**config.mk**
```make
export PLATFORM = sky130hd
export DESIGN_NAME = sync_timer_top
export DESIGN_NICKNAME = d
export VERILOG_FILES = /design/src/sync_pkg.sv /design/src/sync_capture.sv /design/src/lap_divider.sv /design/src/sys_time_slew.sv /design/src/sync_timer_top.sv
export SDC_FILE = /design/constraint.sdc
export NUM_CORES = 1
export LEC_CHECK = 0
export BUFFER_PORTS_ARGS = -buffer_cell sky130_fd_sc_hd__buf_2
export CAP_MARGIN = 20
export CORE_MARGIN = 2
export CORE_UTILIZATION = 50
export DETAILED_ROUTE_END_ITERATION = 10
export PLACE_DENSITY_LB_ADDON = 0.2
export SYNTH_ARGS = -nofsm -noshare
export SYNTH_HDL_FRONTEND = slang
export SYNTH_SLANG_ARGS = --single-unit
```
**constraint.sdc**
```tcl
create_clock -name CLK -period 10.62 [get_ports CLK]
set_clock_uncertainty 0.05 [all_clocks]
set_input_delay 0.531 -clock CLK [delete_from_list [all_inputs] [get_ports CLK]]
set_output_delay 0.531 -clock CLK [all_outputs]
set_load 0.05 [all_outputs]
```
**src/sync_pkg.sv**
```systemverilog
package sync_pkg;

  // width of system time in ticks and of ecat time in ns.
  localparam int time_w = 64;

  // signed slew error, saturates beyond this.
  localparam int diff_w = 19;

  // host settings, written by the ecat side.
  typedef struct packed {
    logic              update;          // one-cycle strobe.
    logic [time_w-1:0] ecat_sync_time;  // ns since ecat epoch.
  } sync_settings_t;

  // capture stage to divider stage.
  typedef struct packed {
    logic              start;           // one-cycle pulse.
    logic [time_w-1:0] ecat_sync_time;
  } load_req_t;

  // divider stage to counter stage.
  typedef struct packed {
    logic              valid;      // level, held until next start.
    logic [time_w-1:0] sync_time;  // in local ticks.
  } sync_point_t;

endpackage

```
**src/sync_capture.sv**
```systemverilog
`timescale 1ns/1ps

module sync_capture (
  input  logic                       CLK,
  input  logic                       rst,
  input  sync_pkg::sync_settings_t   sync_settings,
  input  logic                       ecat_sync,
  input  logic                       sync_point_valid,
  output logic                       sync,
  output logic                       load_pending,
  output sync_pkg::load_req_t        load_req
);

  logic [2:0]                    sync_sr;   // [0] and [1] synchronize.
  logic                          req_start;
  logic [sync_pkg::time_w-1:0]   req_time;

  // sync0 edge detect after the synchronizer flops.
  always_ff @(posedge CLK) begin
    if (rst) begin
      sync_sr <= '0;
      sync    <= 1'b0;
    end else begin
      sync_sr <= {sync_sr[1:0], ecat_sync};
      sync    <= (sync_sr[2:1] == 2'b01);  // one pulse per edge.
    end
  end

  always_ff @(posedge CLK) begin
    if (rst) begin
      req_start    <= 1'b0;
      load_pending <= 1'b0;
    end else begin
      req_start <= sync_settings.update;
      if (sync_settings.update) begin
        load_pending <= 1'b1;  // newer request wins.
      end else if (sync && sync_point_valid) begin
        load_pending <= 1'b0;  // consumed by this sync0.
      end
    end
  end

  // time travels with the start pulse.
  always_ff @(posedge CLK) begin
    if (sync_settings.update) begin
      req_time <= sync_settings.ecat_sync_time;
    end
  end

  assign load_req = '{start: req_start, ecat_sync_time: req_time};

endmodule

```
**src/lap_divider.sv**
```systemverilog
`timescale 1ns/1ps

module lap_divider #(
  parameter int unsigned sync_base_ns  = 500000,
  parameter int unsigned sync_base_cnt = 20480
) (
  input  logic                  CLK,
  input  logic                  rst,
  input  sync_pkg::load_req_t   load_req,
  output sync_pkg::sync_point_t sync_point
);

  localparam int tw = sync_pkg::time_w;
  localparam logic [tw-1:0] base_ns  = tw'(sync_base_ns);
  localparam logic [tw-1:0] base_cnt = tw'(sync_base_cnt);

  logic [tw-1:0] quo;        // dividend out at top, quotient in at bottom.
  logic [tw-1:0] rem;
  logic [tw:0]   trial;
  logic [tw:0]   trial_sub;
  logic [6:0]    iter_cnt;
  logic          mul_go;
  logic          valid;
  logic [tw-1:0] sync_time;

  assign trial     = {rem, quo[tw-1]};
  assign trial_sub = trial - {1'b0, base_ns};

  // iteration count and result flags.
  always_ff @(posedge CLK) begin
    if (rst) begin
      iter_cnt <= '0;
      mul_go   <= 1'b0;
      valid    <= 1'b0;
    end else if (load_req.start) begin
      iter_cnt <= 7'(tw);  // restarts a running divide.
      mul_go   <= 1'b0;
      valid    <= 1'b0;
    end else begin
      mul_go <= (iter_cnt == 7'd1);
      if (iter_cnt != '0) begin
        iter_cnt <= iter_cnt - 7'd1;
      end
      if (mul_go) begin
        valid <= 1'b1;
      end
    end
  end

  // restoring shift and subtract, one quotient bit per cycle.
  always_ff @(posedge CLK) begin
    if (load_req.start) begin
      quo <= load_req.ecat_sync_time;
      rem <= '0;
    end else if (iter_cnt != '0) begin
      if (!trial_sub[tw]) begin
        rem <= trial_sub[tw-1:0];
        quo <= {quo[tw-2:0], 1'b1};
      end else begin
        rem <= trial[tw-1:0];
        quo <= {quo[tw-2:0], 1'b0};
      end
    end else if (mul_go) begin
      sync_time <= quo * base_cnt;  // laps to ticks.
    end
  end

  assign sync_point = '{valid: valid, sync_time: sync_time};

endmodule

```
**src/sys_time_slew.sv**
```systemverilog
`timescale 1ns/1ps

module sys_time_slew #(
  parameter int unsigned sync_base_cnt = 20480
) (
  input  logic                        CLK,
  input  logic                        rst,
  input  logic                        sync,
  input  logic                        load_pending,
  input  sync_pkg::sync_point_t       sync_point,
  output logic [sync_pkg::time_w-1:0] sys_time,
  output logic                        skip_one
);

  localparam int tw = sync_pkg::time_w;
  localparam int dw = sync_pkg::diff_w;
  localparam logic [tw-1:0] base_cnt = tw'(sync_base_cnt);

  logic [tw-1:0]        next_sync_time;  // predicted count at next sync0.
  logic [tw-1:0]        sys_time_inc;
  logic signed [tw:0]   err_full;
  logic signed [dw-1:0] err_sat;
  logic signed [dw-1:0] sync_time_diff;
  logic                 load;
  logic                 err_fits;

  assign load         = sync && load_pending && sync_point.valid;
  assign sys_time_inc = sys_time + tw'(1);

  // error seen at this sync0, counter already stepped by one.
  assign err_full = $signed({1'b0, next_sync_time}) - $signed({1'b0, sys_time_inc});

  // top bits all equal to sign means it fits.
  assign err_fits = (&err_full[tw:dw-1]) || !(|err_full[tw:dw-1]);

  always_comb begin
    if (err_fits) begin
      err_sat = err_full[dw-1:0];
    end else if (err_full[tw]) begin
      err_sat = {1'b1, {(dw-1){1'b0}}};  // most negative.
    end else begin
      err_sat = {1'b0, {(dw-1){1'b1}}};  // most positive.
    end
  end

  always_ff @(posedge CLK) begin
    if (rst) begin
      sys_time       <= '0;
      next_sync_time <= '0;
      sync_time_diff <= '0;
      skip_one       <= 1'b0;
    end else begin
      skip_one <= 1'b0;
      if (load) begin
        // jump to the lap result on the first valid sync0.
        sys_time       <= sync_point.sync_time;
        next_sync_time <= sync_point.sync_time + base_cnt;
        sync_time_diff <= '0;
      end else if (sync) begin
        sys_time       <= sys_time_inc;
        next_sync_time <= next_sync_time + base_cnt;
        sync_time_diff <= err_sat;
      end else if (sync_time_diff > 0) begin
        // behind, catch up by double step.
        sys_time       <= sys_time + tw'(2);
        skip_one       <= 1'b1;
        sync_time_diff <= sync_time_diff - dw'(1);
      end else if (sync_time_diff < 0) begin
        // ahead, hold.
        sync_time_diff <= sync_time_diff + dw'(1);
      end else begin
        sys_time <= sys_time_inc;
      end
    end
  end

endmodule

```
**src/sync_timer_top.sv**
```systemverilog
`timescale 1ns/1ps

module sync_timer_top #(
  parameter int unsigned sync_base_ns  = 500000,
  parameter int unsigned sync_base_cnt = 20480
) (
  input  logic                        CLK,
  input  logic                        rst,
  input  sync_pkg::sync_settings_t    sync_settings,
  input  logic                        ecat_sync,
  output logic [sync_pkg::time_w-1:0] sys_time,
  output logic                        sync,
  output logic                        skip_one
);

  sync_pkg::load_req_t   load_req;
  sync_pkg::sync_point_t sync_point;
  logic                  load_pending;

  sync_capture i_sync_capture (
    .CLK              (CLK),
    .rst              (rst),
    .sync_settings    (sync_settings),
    .ecat_sync        (ecat_sync),
    .sync_point_valid (sync_point.valid),
    .sync             (sync),
    .load_pending     (load_pending),
    .load_req         (load_req)
  );

  lap_divider #(
    .sync_base_ns  (sync_base_ns),
    .sync_base_cnt (sync_base_cnt)
  ) i_lap_divider (
    .CLK        (CLK),
    .rst        (rst),
    .load_req   (load_req),
    .sync_point (sync_point)
  );

  sys_time_slew #(
    .sync_base_cnt (sync_base_cnt)
  ) i_sys_time_slew (
    .CLK          (CLK),
    .rst          (rst),
    .sync         (sync),
    .load_pending (load_pending),
    .sync_point   (sync_point),
    .sys_time     (sys_time),
    .skip_one     (skip_one)
  );

endmodule

```
==> Word level (Yosys, flattened, before mapping) <==
Cells that the tools add are included.
{ "totals": {"ram_bits": 0, "reg_bits": 407, "elab_cells": 69, "latch_bits": 0, "rom_bits": 0, "memories": 0, "in_bits": 68, "out_inout_bits": 66} }
{ "classes": {"div_mod_pow": 0, "reduce_logical": 16, "n_mul": 1, "n_lt_le_gt_ge": 2, "shift": 0, "eq_ne": 3, "add_sub_neg": 9, "n_bitwise": 2, "mux": 20} }
{ "op_table": {"columns": ["operator", "n"], "rows": [
  ["two-way mux 64 bit", 9],
  ["adder 64 x 15 -> 64 bit, second input constant", 2],
  ["two-way mux 19 bit", 5],
  ["subtractor 64 x 64 -> 65 bit", 1],
  ["subtractor 65 x 19 -> 65 bit, second input constant", 1],
  ["adder 64 x 1 -> 64 bit, second input constant", 1],
  ["adder 64 x 2 -> 64 bit, second input constant", 1],
  ["multiplier 64 x 3 -> 52 bit, second input constant", 1],
  ["AND reduction 47 bit", 1],
  ["OR reduction 47 bit", 1],
  ["adder 19 x 2 -> 19 bit, second input constant", 1],
  ["> comparator 19 x 1 -> 1 bit, second input constant", 1],
  ["< comparator 19 x 1 -> 1 bit, second input constant", 1],
  ["subtractor 19 x 2 -> 19 bit, second input constant", 1],
  ["two-way mux 7 bit", 2],
  ["equality test 7 x 1 -> 1 bit, second input constant", 1],
  ["nonzero test 7 bit", 1],
  ["subtractor 7 x 1 -> 7 bit, second input constant", 1],
  ["nonzero test 2 bit", 3],
  ["two-way mux 1 bit", 4],
  ["!= test 4 x 2 -> 1 bit, second input constant", 1],
  ["OR reduction 2 bit", 2],
  ["logical AND 1 bit", 3],
  ["AND reduction 3 bit", 1],
  ["6 further kinds", 7]
]} }

==> Depth between registers and ports, before layout <==
Gate-level depths: netlist of run 1.
{ "depth": {"ltp_word": 7, "mapped_depth": 29, "depth_no_buf": 27} }

==> Modules after synthesis <==
A second synthesis of run 1 with hierarchy kept.
{ "unflattened": {"cells_unflattened": 3688, "area_unflattened_um2": 30789.5} }
{ "modules_own_cells": {"columns": ["mod", "cells_each", "instances", "seq_area_each_um2", "area_each_um2"], "rows": [
  ["sys_time_slew", 2501, 1, 2962.8, 17274.1],
  ["lap_divider", 1108, 1, 4944.7, 11412.2],
  ["sync_capture", 79, 1, 2042.0, 2103.3]
]} }

==> Worst setup path before layout of run 1 <==
No wires, ideal clock.
{ "synth_timing": {"path_kind": "reg2reg", "startpoint": "register i_sync_capture.sync", "endpoint": "register i_sys_time_slew.next_sync_time[60]", "synth_period_minus_slack_ps": 6634, "t_required_ps": 10442, "setup_ps": 128, "arrival_ps": 6456, "path_stages_with_launch": 28, "path_slack_ps": 3986, "n_path_buf": 8, "cell_sequence": "dfxtp_1 clkbuf_1 and3_1 clkbuf_1 clkbuf_1 clkbuf_1 clkbuf_1 buf_1 clkbuf_1 clkbuf_1 nand2_1 nand2_1 ha_1 nand2b_1 a21oi_1 or2_2 a21o_1 nand2b_1 nor2_1 and2_1 nand2_1 nor4_1 nand2_1 nor4_1 nand2_1 xor2_1 mux2i_1 nor2_1"} }
{ "synth_via": {"elab_chain_len": 3, "elab_cells_between_ends": 4, "cone_classes": "1 x mux; 3 x reduce/logical"} }
{ "synth_rtl": {"columns": ["item", "line", "text"], "rows": [
  ["start: declaration", "sync_capture.sv:9", "output logic sync,"],
  ["start signal: assignment", "sync_capture.sv:25", "sync <= (sync_sr[2:1] == 2'b01);"],
  ["logical AND 1 bit (2 in a row)", "sys_time_slew.sv:27", "assign load = sync && load_pending && sync_point.valid;"],
  ["two-way mux 64 bit / nonzero test 2 bit (equally long branches)", null, null],
  ["end signal: assignment", "sys_time_slew.sv:57", "next_sync_time <= sync_point.sync_time + base_cnt;"],
  ["end signal: assignment", "sys_time_slew.sv:61", "next_sync_time <= next_sync_time + base_cnt;"],
  ["end: declaration", "sys_time_slew.sv:19", "logic [tw-1:0] next_sync_time;"]
]} }
Several ways; a longest one is shown, not always the timed one.
A chain may end at the register's enable or synchronous reset.

==> Worst setup path in the final report of run 1 <==
{ "layout_timing": {"startpoint": "register i_sys_time_slew.sys_time[0] (netlist bit)", "endpoint": "register i_sys_time_slew.sync_time_diff[1]"} }
{ "layout_via": {"elab_chain_len": 7, "elab_cells_between_ends": 9, "cone_classes": "2 x add/sub; 3 x mux; 4 x reduce/logical"} }
{ "layout_rtl": {"columns": ["item", "line", "text"], "rows": [
  ["start: declaration", "sys_time_slew.sv:11", "output logic [sync_pkg::time_w-1:0] sys_time,"],
  ["start signal: assignment", "sys_time_slew.sv:56", "sys_time <= sync_point.sync_time;"],
  ["start signal: assignment", "sys_time_slew.sv:60", "sys_time <= sys_time_inc;"],
  ["start signal: assignment", "sys_time_slew.sv:65", "sys_time <= sys_time + tw'(2);"],
  ["adder 64 x 1 -> 64 bit *", "sys_time_slew.sv:28", "assign sys_time_inc = sys_time + tw'(1);"],
  ["subtractor 64 x 64 -> 65 bit *", "sys_time_slew.sv:31", "assign err_full = $signed({1'b0, next_sync_time}) - $signed({1'b0, sys_time_inc});"],
  ["OR reduction 47 bit", "sys_time_slew.sv:34", "assign err_fits = (&err_full[tw:dw-1]) || !(|err_full[tw:dw-1]);"],
  ["logical NOT 1 bit", "sys_time_slew.sv:34", null],
  ["logical OR 1 bit", "sys_time_slew.sv:34", null],
  ["two-way mux 19 bit *", "sys_time_slew.sv:37", "if (err_fits) begin"],
  ["two-way mux 19 bit *", "sys_time_slew.sv:59", "end else if (sync) begin"],
  ["end signal: assignment", "sys_time_slew.sv:62", "sync_time_diff <= err_sat;"],
  ["end signal: assignment", "sys_time_slew.sv:67", "sync_time_diff <= sync_time_diff - dw'(1);"],
  ["end signal: assignment", "sys_time_slew.sv:70", "sync_time_diff <= sync_time_diff + dw'(1);"],
  ["end: declaration", "sys_time_slew.sv:23", "logic signed [dw-1:0] sync_time_diff;"]
]} }
Mark *: on every way between the ends. The rest lies on a longest branch, timed or not.

==> results.cfg, run 1 <==
[status]
status = completed

[pwr]
sw_frac_of_total = 0.396
sequentialPowerShare = 0.319
ir_drop_uv = 375
p_per_area_mw_per_mm2 = 247
total_leakage_power_nw = 11.9
clkPwrFrac = 0.203
p_int_mw = 4.77
combinationalPowerShare = 0.478
switchingPower_mw = 3.13

[yosys]
synth_area_leaders = edfxtp_1, dfxtp_1, ha_1
synth.net_count = 3706
yosysTopAreaCell = edfxtp_1
avgSynthCellArea_sq_um = 8.46
netlist_area_sq_mm = 0.0294
ys_types = 117
synth_ff_type = dfxtp_1
synth_cells = 3479
synth.top_cell.area_share = 0.184
synth_edf_count = 180
synth_seq_area_share = 0.330
synth-seq-cells = 395
async_flop_share = 0
yosysWarnings = 0

[final_layout]
antenna_cells = 0
nNetsFinal = 3704
stdcell_count = 4274
syn_to_final_growth_pct = 8.59
drive_gt1_frac = 0.113
final_area_sq_mm = 0.0320

[placement]
dp_hpwl_um = 70700
dp_slack_ns = 2.60
io_buffers = 133
gp_congestion = 1.01
place_inst = 4196
placed_area_sq_mm = 0.0304

[sta]
worst_pin_slew_ns = 1.16
finalWorstSetupSlack_ns = 2.37
hold_viol = 0
drv_slew = 0
setup_viol = 0
rsz0062_at_grt = no
slew_headroom = 0.222
setup_tns_ns = 0
max_freq_mhz = 121
period_share = 0.777
whs_ns = 0.0611
final.min_clock_period_ns = 8.25

[detailed_routing]
drc = 0
drt_iter0_drc = 2770
drt_first_pass_iters = 7
drtAntennaViolNets = 0
vias = 27100
viasPerCell = 6.34
wl_per_cell_um = 22.0
routed_wl_um = 94000

[die]
start_util = 0.508
core_area_sq_mm = 0.0579
die_w_um = 247
boundaryPins = 134
dieHeight_um = 247
dieArea_sq_mm = 0.0608
placementRows = 88

[global_routing]
grt_usage = 0.303
gr-total-overflow = 0
grt_pass1_vias = 25700
grt_first_pass_wirelength_um = 146000
grt_max_degree = 122
antenna_found_initial = 1

[setup_path]
critPathRequiredTime_ns = 11.05
endpoint_kind = register
reg2reg_from = i_sys_time_slew.sys_time[0]
critPathSlowestCell = o311ai_0
critPathLaunchType = register
startpoint = i_sys_time_slew.sys_time[0]
crit_fanout = 14
slowest_delay_ns = 0.76
crit_chain = ha_1 -> nand3_1 -> nor2_1 -> nand4_1 -> nor4_1 -> nand2_1 -> xor2_1 -> ha_1 -> a41oi_1 -> a31oi_1 -> o21a_1 -> o21ai_0 -> nand3b_1 -> or2_1 -> o311ai_0 -> nand4b_1 -> nor4b_1 -> nand4_1 -> nor4_2 -> a32oi_2 -> a21o_1 -> a211oi_1
critPathKind = reg -> reg
r2r_cells = 22
worst-endpoint-arrival_ns = 8.69

[clock_network]
hold_buffers = 0
clk_latency_ns = 0.59
cts_buffers = 43
cts_max_level = 2
root_buffer = clkbuf_16
clock_tree.buffer_depth = 3
cts_tree = done
clkSlewWorstSetupHoldPaths_ns = 0.06
clock-sinks = 395
cts-resized-gates = 0
postCtsSetupBuffers = 0

[worst_hold_path]
holdPathStages = 1
hp-class = in -> reg
hold_start = sync_settings[29]

[job]
cap_violations = 0
critical path, delay by kind of cell (launching register included):
kind            cells  cell delay, ns
simple gates       11            3.34
compound gates      8            2.91
fa+ha+maj           2            1.04
flops               1            0.60
xor+xnor            1            0.20
cell usage in the layout, fill, tap and decap left out, types with 19 or more instances in the layout:
cell type  synthesis  layout
nand4_1           76      76
nand3b_1          21      21
mux2i_1           30      30
and4_1            30      30
nor2b_1           36      35
nor4_1            61      61
or3_1             49      48
o21a_1            19      19
a21o_1            47      47
o31ai_1           21      21
mux2_2            67      67
a21oi_1          222     221
inv_1             61      61
edfxtp_1         180     180
and3_1            52      51
nand2b_1          42      42
nor2_1           358     357
nor3_1           105     105
and2_1            32      32
xor2_1            98      98
a22oi_1           35      35
nand2_1          338     337
o21ai_0          160     160
nor3b_1           19      19
or2_2             26      26
a211oi_1          80      80
a31oi_1           38      38
ha_1             157     157
dfxtp_1          215     213
buf_2             24     132
xnor2_1          137     137
o211ai_1          25      25
clkbuf_16          0      43
buf_4             13      23
nand3_1          126     125
path summary, 6_finish.rpt:
check	to	slack [ns]
setup / recovery	i_sys_time_slew.sync_time_diff[1]	2.37
hold / removal	i_sync_capture.req_time[29]	0.06
setup reg to reg	i_sys_time_slew.sync_time_diff[1]	2.37
hold reg to reg	i_sync_capture.sync	0.33
power groups by stage:
stage / registers, mW / logic, mW / clock network [mW]
finish: 2.52 / 3.77 / 1.60
global route: 2.57 / 4.22 / 1.69
CTS: 2.52 / 3.75 / 1.63
detailed placement: 2.55 / 3.71 / 0
global placement: 2.53 / 3.56 / 0
floorplan: 2.45 / 2.97 / 0
layout make-up:
type | instances | area, sq um
Fill cell | 5295 | 26000
Multi-Input combinational cell | 2819 | 18700
Sequential cell | 395 | 9720
Clock buffer | 49 | 1140
Tap cell | 765 | 957
Timing Repair Buffer | 156 | 861
Clock inverter | 28 | 373
Inverter | 62 | 233
cells in the mapped netlist, types with 19 or more instances:
master,instances
o31ai_1,21
ha_1,157
a21oi_1,222
clkbuf_1,145
nor4_1,61
and3_1,52
a211oi_1,80
nand3_1,126
a21o_1,47
nand2_1,338
nor3_1,105
or2_2,26
mux2_2,67
inv_1,61
nand2b_1,42
and2_1,32
mux2i_1,30
o211ai_1,25
nor2_1,358
and4_1,30
nor2b_1,36
a31oi_1,38
nand4_1,76
xnor2_1,137
nand3b_1,21
a22oi_1,35
xor2_1,98
buf_2,24
or3_1,49
edfxtp_1,180
nor3b_1,19
dfxtp_1,215
o21a_1,19
o21ai_0,160
sequential cells by signal, summed over array words and instances, names as in the netlist:
name and count:
i_lap_divider.quo 64, i_lap_divider.rem 64, i_sync_capture.req_time 64, i_sys_time_slew.sys_time 64, i_lap_divider.sync_time 52, i_sys_time_slew.next_sync_time 52, i_sys_time_slew.sync_time_diff 19, i_lap_divider.iter_cnt 7
i_sync_capture.sync_sr 3, i_lap_divider.mul_go 1, i_lap_divider.valid 1, i_sync_capture.load_pending 1, i_sync_capture.req_start 1, i_sync_capture.sync 1, i_sys_time_slew.skip_one 1
routing by layer:
layer  wire length [um]  part of all wire  global-route usage
met3               6320             0.067              0.0426
met5                 11           0.00012                   0
met2              42600              0.45               0.485
met4               3680             0.039               0.119
met1              41400              0.44               0.412
per-stage QoR:
step	utilization	total power, mW
final	0.552	7.90
after global routing	0.552	8.48
after CTS	0.551	7.90
after detailed placement	0.525	6.26
after global placement	0.525	6.09
after floorplan	-	5.42
kinds of logic (layout without fill, tap and decap cells):
group / Yosys count / count (layout) / synth area share
xor gates and xnor gates: 243 / 243 / 0.0759
and+or+nand+nor: 1441 / 1441 / 0.249
adders and majority gates: 175 / 175 / 0.0736
buffers and inverters: 265 / 295 / 0.0369
muxes: 97 / 97 / 0.0358
AOI/OAI and AO/OA: 863 / 863 / 0.199
DFF: 395 / 395 / 0.330
Power figures use the tool's default switching activity.
==> run 2: changes to the inputs <==
==> constraint.sdc (replaced) <==
create_clock -name CLK -period 8.7 [get_ports CLK]
set_clock_uncertainty 0.05 [all_clocks]
set_input_delay 0.435 -clock CLK [delete_from_list [all_inputs] [get_ports CLK]]
set_output_delay 0.435 -clock CLK [all_outputs]
set_load 0.05 [all_outputs]
==> run 2 against run 1 <==
Compared with the run above: critical endpoint is now i_sys_time_slew.sync_time_diff[3]; core utilization up 1.2 points; largest power group unchanged; highest routed layer is now met4; critical path depth is 2 higher; first-iteration DRC count up 6.7%; clock power grew 19%; largest cell class unchanged.
==> results.cfg, run 2 (synthesis gave the netlist of run 1 again) <==
[placement]
io_buffers = 133
place_inst = 4205
dp_hpwl_um = 69900
gp_congestion = 0.992

[setup_path]
critPathRequiredTime_ns = 9.13
endpoint_kind = register
ff2ff_setup_slack_ns = 0.99
critPathLaunchType = register
critPathKind = reg -> reg
crit_fanout = 14
worst-endpoint-arrival_ns = 8.15

[clock_network]
clkSlewWorstSetupHoldPaths_ns = 0.06
cts_tree = done
cts_buffers = 44
clock-sinks = 395
clock_tree.buffer_depth = 3
postCtsSetupBuffers = 0
hold_buffers = 65
cts-resized-gates = 0
clk_latency_ns = 0.59
cts_max_level = 2
root_buffer = clkbuf_16

[sta]
slew_headroom = 0.316
period_share = 0.887
setup_tns_ns = 0
rsz0062_at_grt = no
final.min_clock_period_ns = 7.71
setup_viol = 0
hold_viol = 0
drv_slew = 0
max_freq_mhz = 130
worst_pin_slew_ns = 1.02

[global_routing]
grt_pass1_vias = 26200
gr-total-overflow = 0
grt_usage = 0.303
grt_max_degree = 125
antenna_found_initial = 1
grt_first_pass_wirelength_um = 146000

[job]
cap_violations = 0

[worst_hold_path]
hp-class = reg -> reg

[detailed_routing]
drt_iter0_drc = 2955
wl_per_cell_um = 21.6
drtAntennaViolNets = 0
drc = 0
routed_wl_um = 94000
viasPerCell = 6.34
drt_first_pass_iters = 6
vias = 27600

[pwr]
ir_drop_uv = 599
p_per_area_mw_per_mm2 = 295
total_leakage_power_nw = 12.2

[die]
die_w_um = 247
dieArea_sq_mm = 0.0608
placementRows = 88
start_util = 0.508
dieHeight_um = 247
boundaryPins = 134
core_area_sq_mm = 0.0579

[final_layout]
syn_to_final_growth_pct = 11.0
stdcell_count = 4352
nFillCells = 5332
mostFrequentLayoutCell = nor2_1
antenna_cells = 0
register_area_sq_mm = 0.00972
multi_input_area_sq_mm = 0.0187
nNetsFinal = 3779
drive_gt1_frac = 0.114
final_cell_mix = nor2_1, nand2_1, a21oi_1

[status]
status = completed
==> run 2: cell count changes in the layout (fill, tap and decap cells not counted), moves of 3 or more <==
cell           previous run  this run
clkbuf_8                  4         9
clkbuf_1                  2         8
clkinv_1                  6         1
dlygate4sd3_1             0        65
bufinv_16                 7         2
buf_4                    23        32
clkbuf_16                43        46
==> run 2: cell type report <==
| type | instances | area share |
|---|---|---|
| clock buffer | 63 | 0.0399 |
| clock inverter | 18 | 0.00613 |
| inverter | 62 | 0.00712 |
| multi-input combinational | 2819 | 0.572 |
| sequential | 395 | 0.297 |
| tap | 765 | 0.0293 |
| timing repair buffer | 230 | 0.0483 |
==> run 2: stage by stage <==
stage,hold WS [ns],power (mW),util,setup slack (ns),instance area (sq um)
6_report,0.332,9.63,0.564,0.986,32700
2_1_floorplan,0.317,6.62,-,2.07,29400
4_1_cts,0.357,9.62,0.564,1.09,32600
5_1_grt,0.375,10.4,0.564,0.271,32700
3_5_place_dp,0.347,7.62,0.526,1.13,30500
3_3_place_gp,0.313,7.45,0.526,1.30,30500
==> run 2: power by group <==
group | switching, mW | internal [mW] | total [mW]
registers | 0.397 | 2.68 | 3.08
logic | 2.64 | 2.00 | 4.64
clock network | 0.797 | 1.12 | 1.91
total | 3.83 | 5.80 | 9.63
==> run 2: per-layer routing <==
| layer | GRT usage | wire (um) | vias up |
|---|---|---|---|
| li1 | - | - | 13100 |
| met1 | 0.409 | 40700 | 13100 |
| met2 | 0.484 | 42200 | 1116 |
| met5 | 0 | 0 | - |
| met3 | 0.0436 | 6940 | 217 |
| met4 | 0.131 | 4110 | 0 |
==> run 2: worst paths after layout <==
check | startpoint | to | depth (start not counted)
min | i_sync_capture.sync_sr[2] | i_sync_capture.sync | 1
max | i_sys_time_slew.sys_time[0] | i_sys_time_slew.sync_time_diff[3] | 24
min reg2reg | i_sync_capture.sync_sr[2] | i_sync_capture.sync | 1
max reg2reg | i_sys_time_slew.sys_time[0] | i_sys_time_slew.sync_time_diff[3] | 24
==> run 2: worst max-delay path, stage by stage, from the launching register on <==
cell and delay (ns):
dfxtp_1 0.60, ha_1 0.22, buf_4 0.21, nand3_1 0.10, nor2_1 0.36, nand4_1 0.30, nor4_1 0.57, xnor2_1 0.15
ha_1 0.48, and3_1 0.27, nand3_1 0.08, o2111ai_1 0.11, maj3_1 0.40, a31oi_1 0.24, o41a_1 0.21, nand3b_1 0.18
or2_1 0.38, o311ai_0 0.73, nand4b_1 0.18, nor4b_1 0.28, nand4_1 0.17, nor4_2 0.28, a32oi_2 0.32, a21o_1 0.44
a211oi_1 0.27
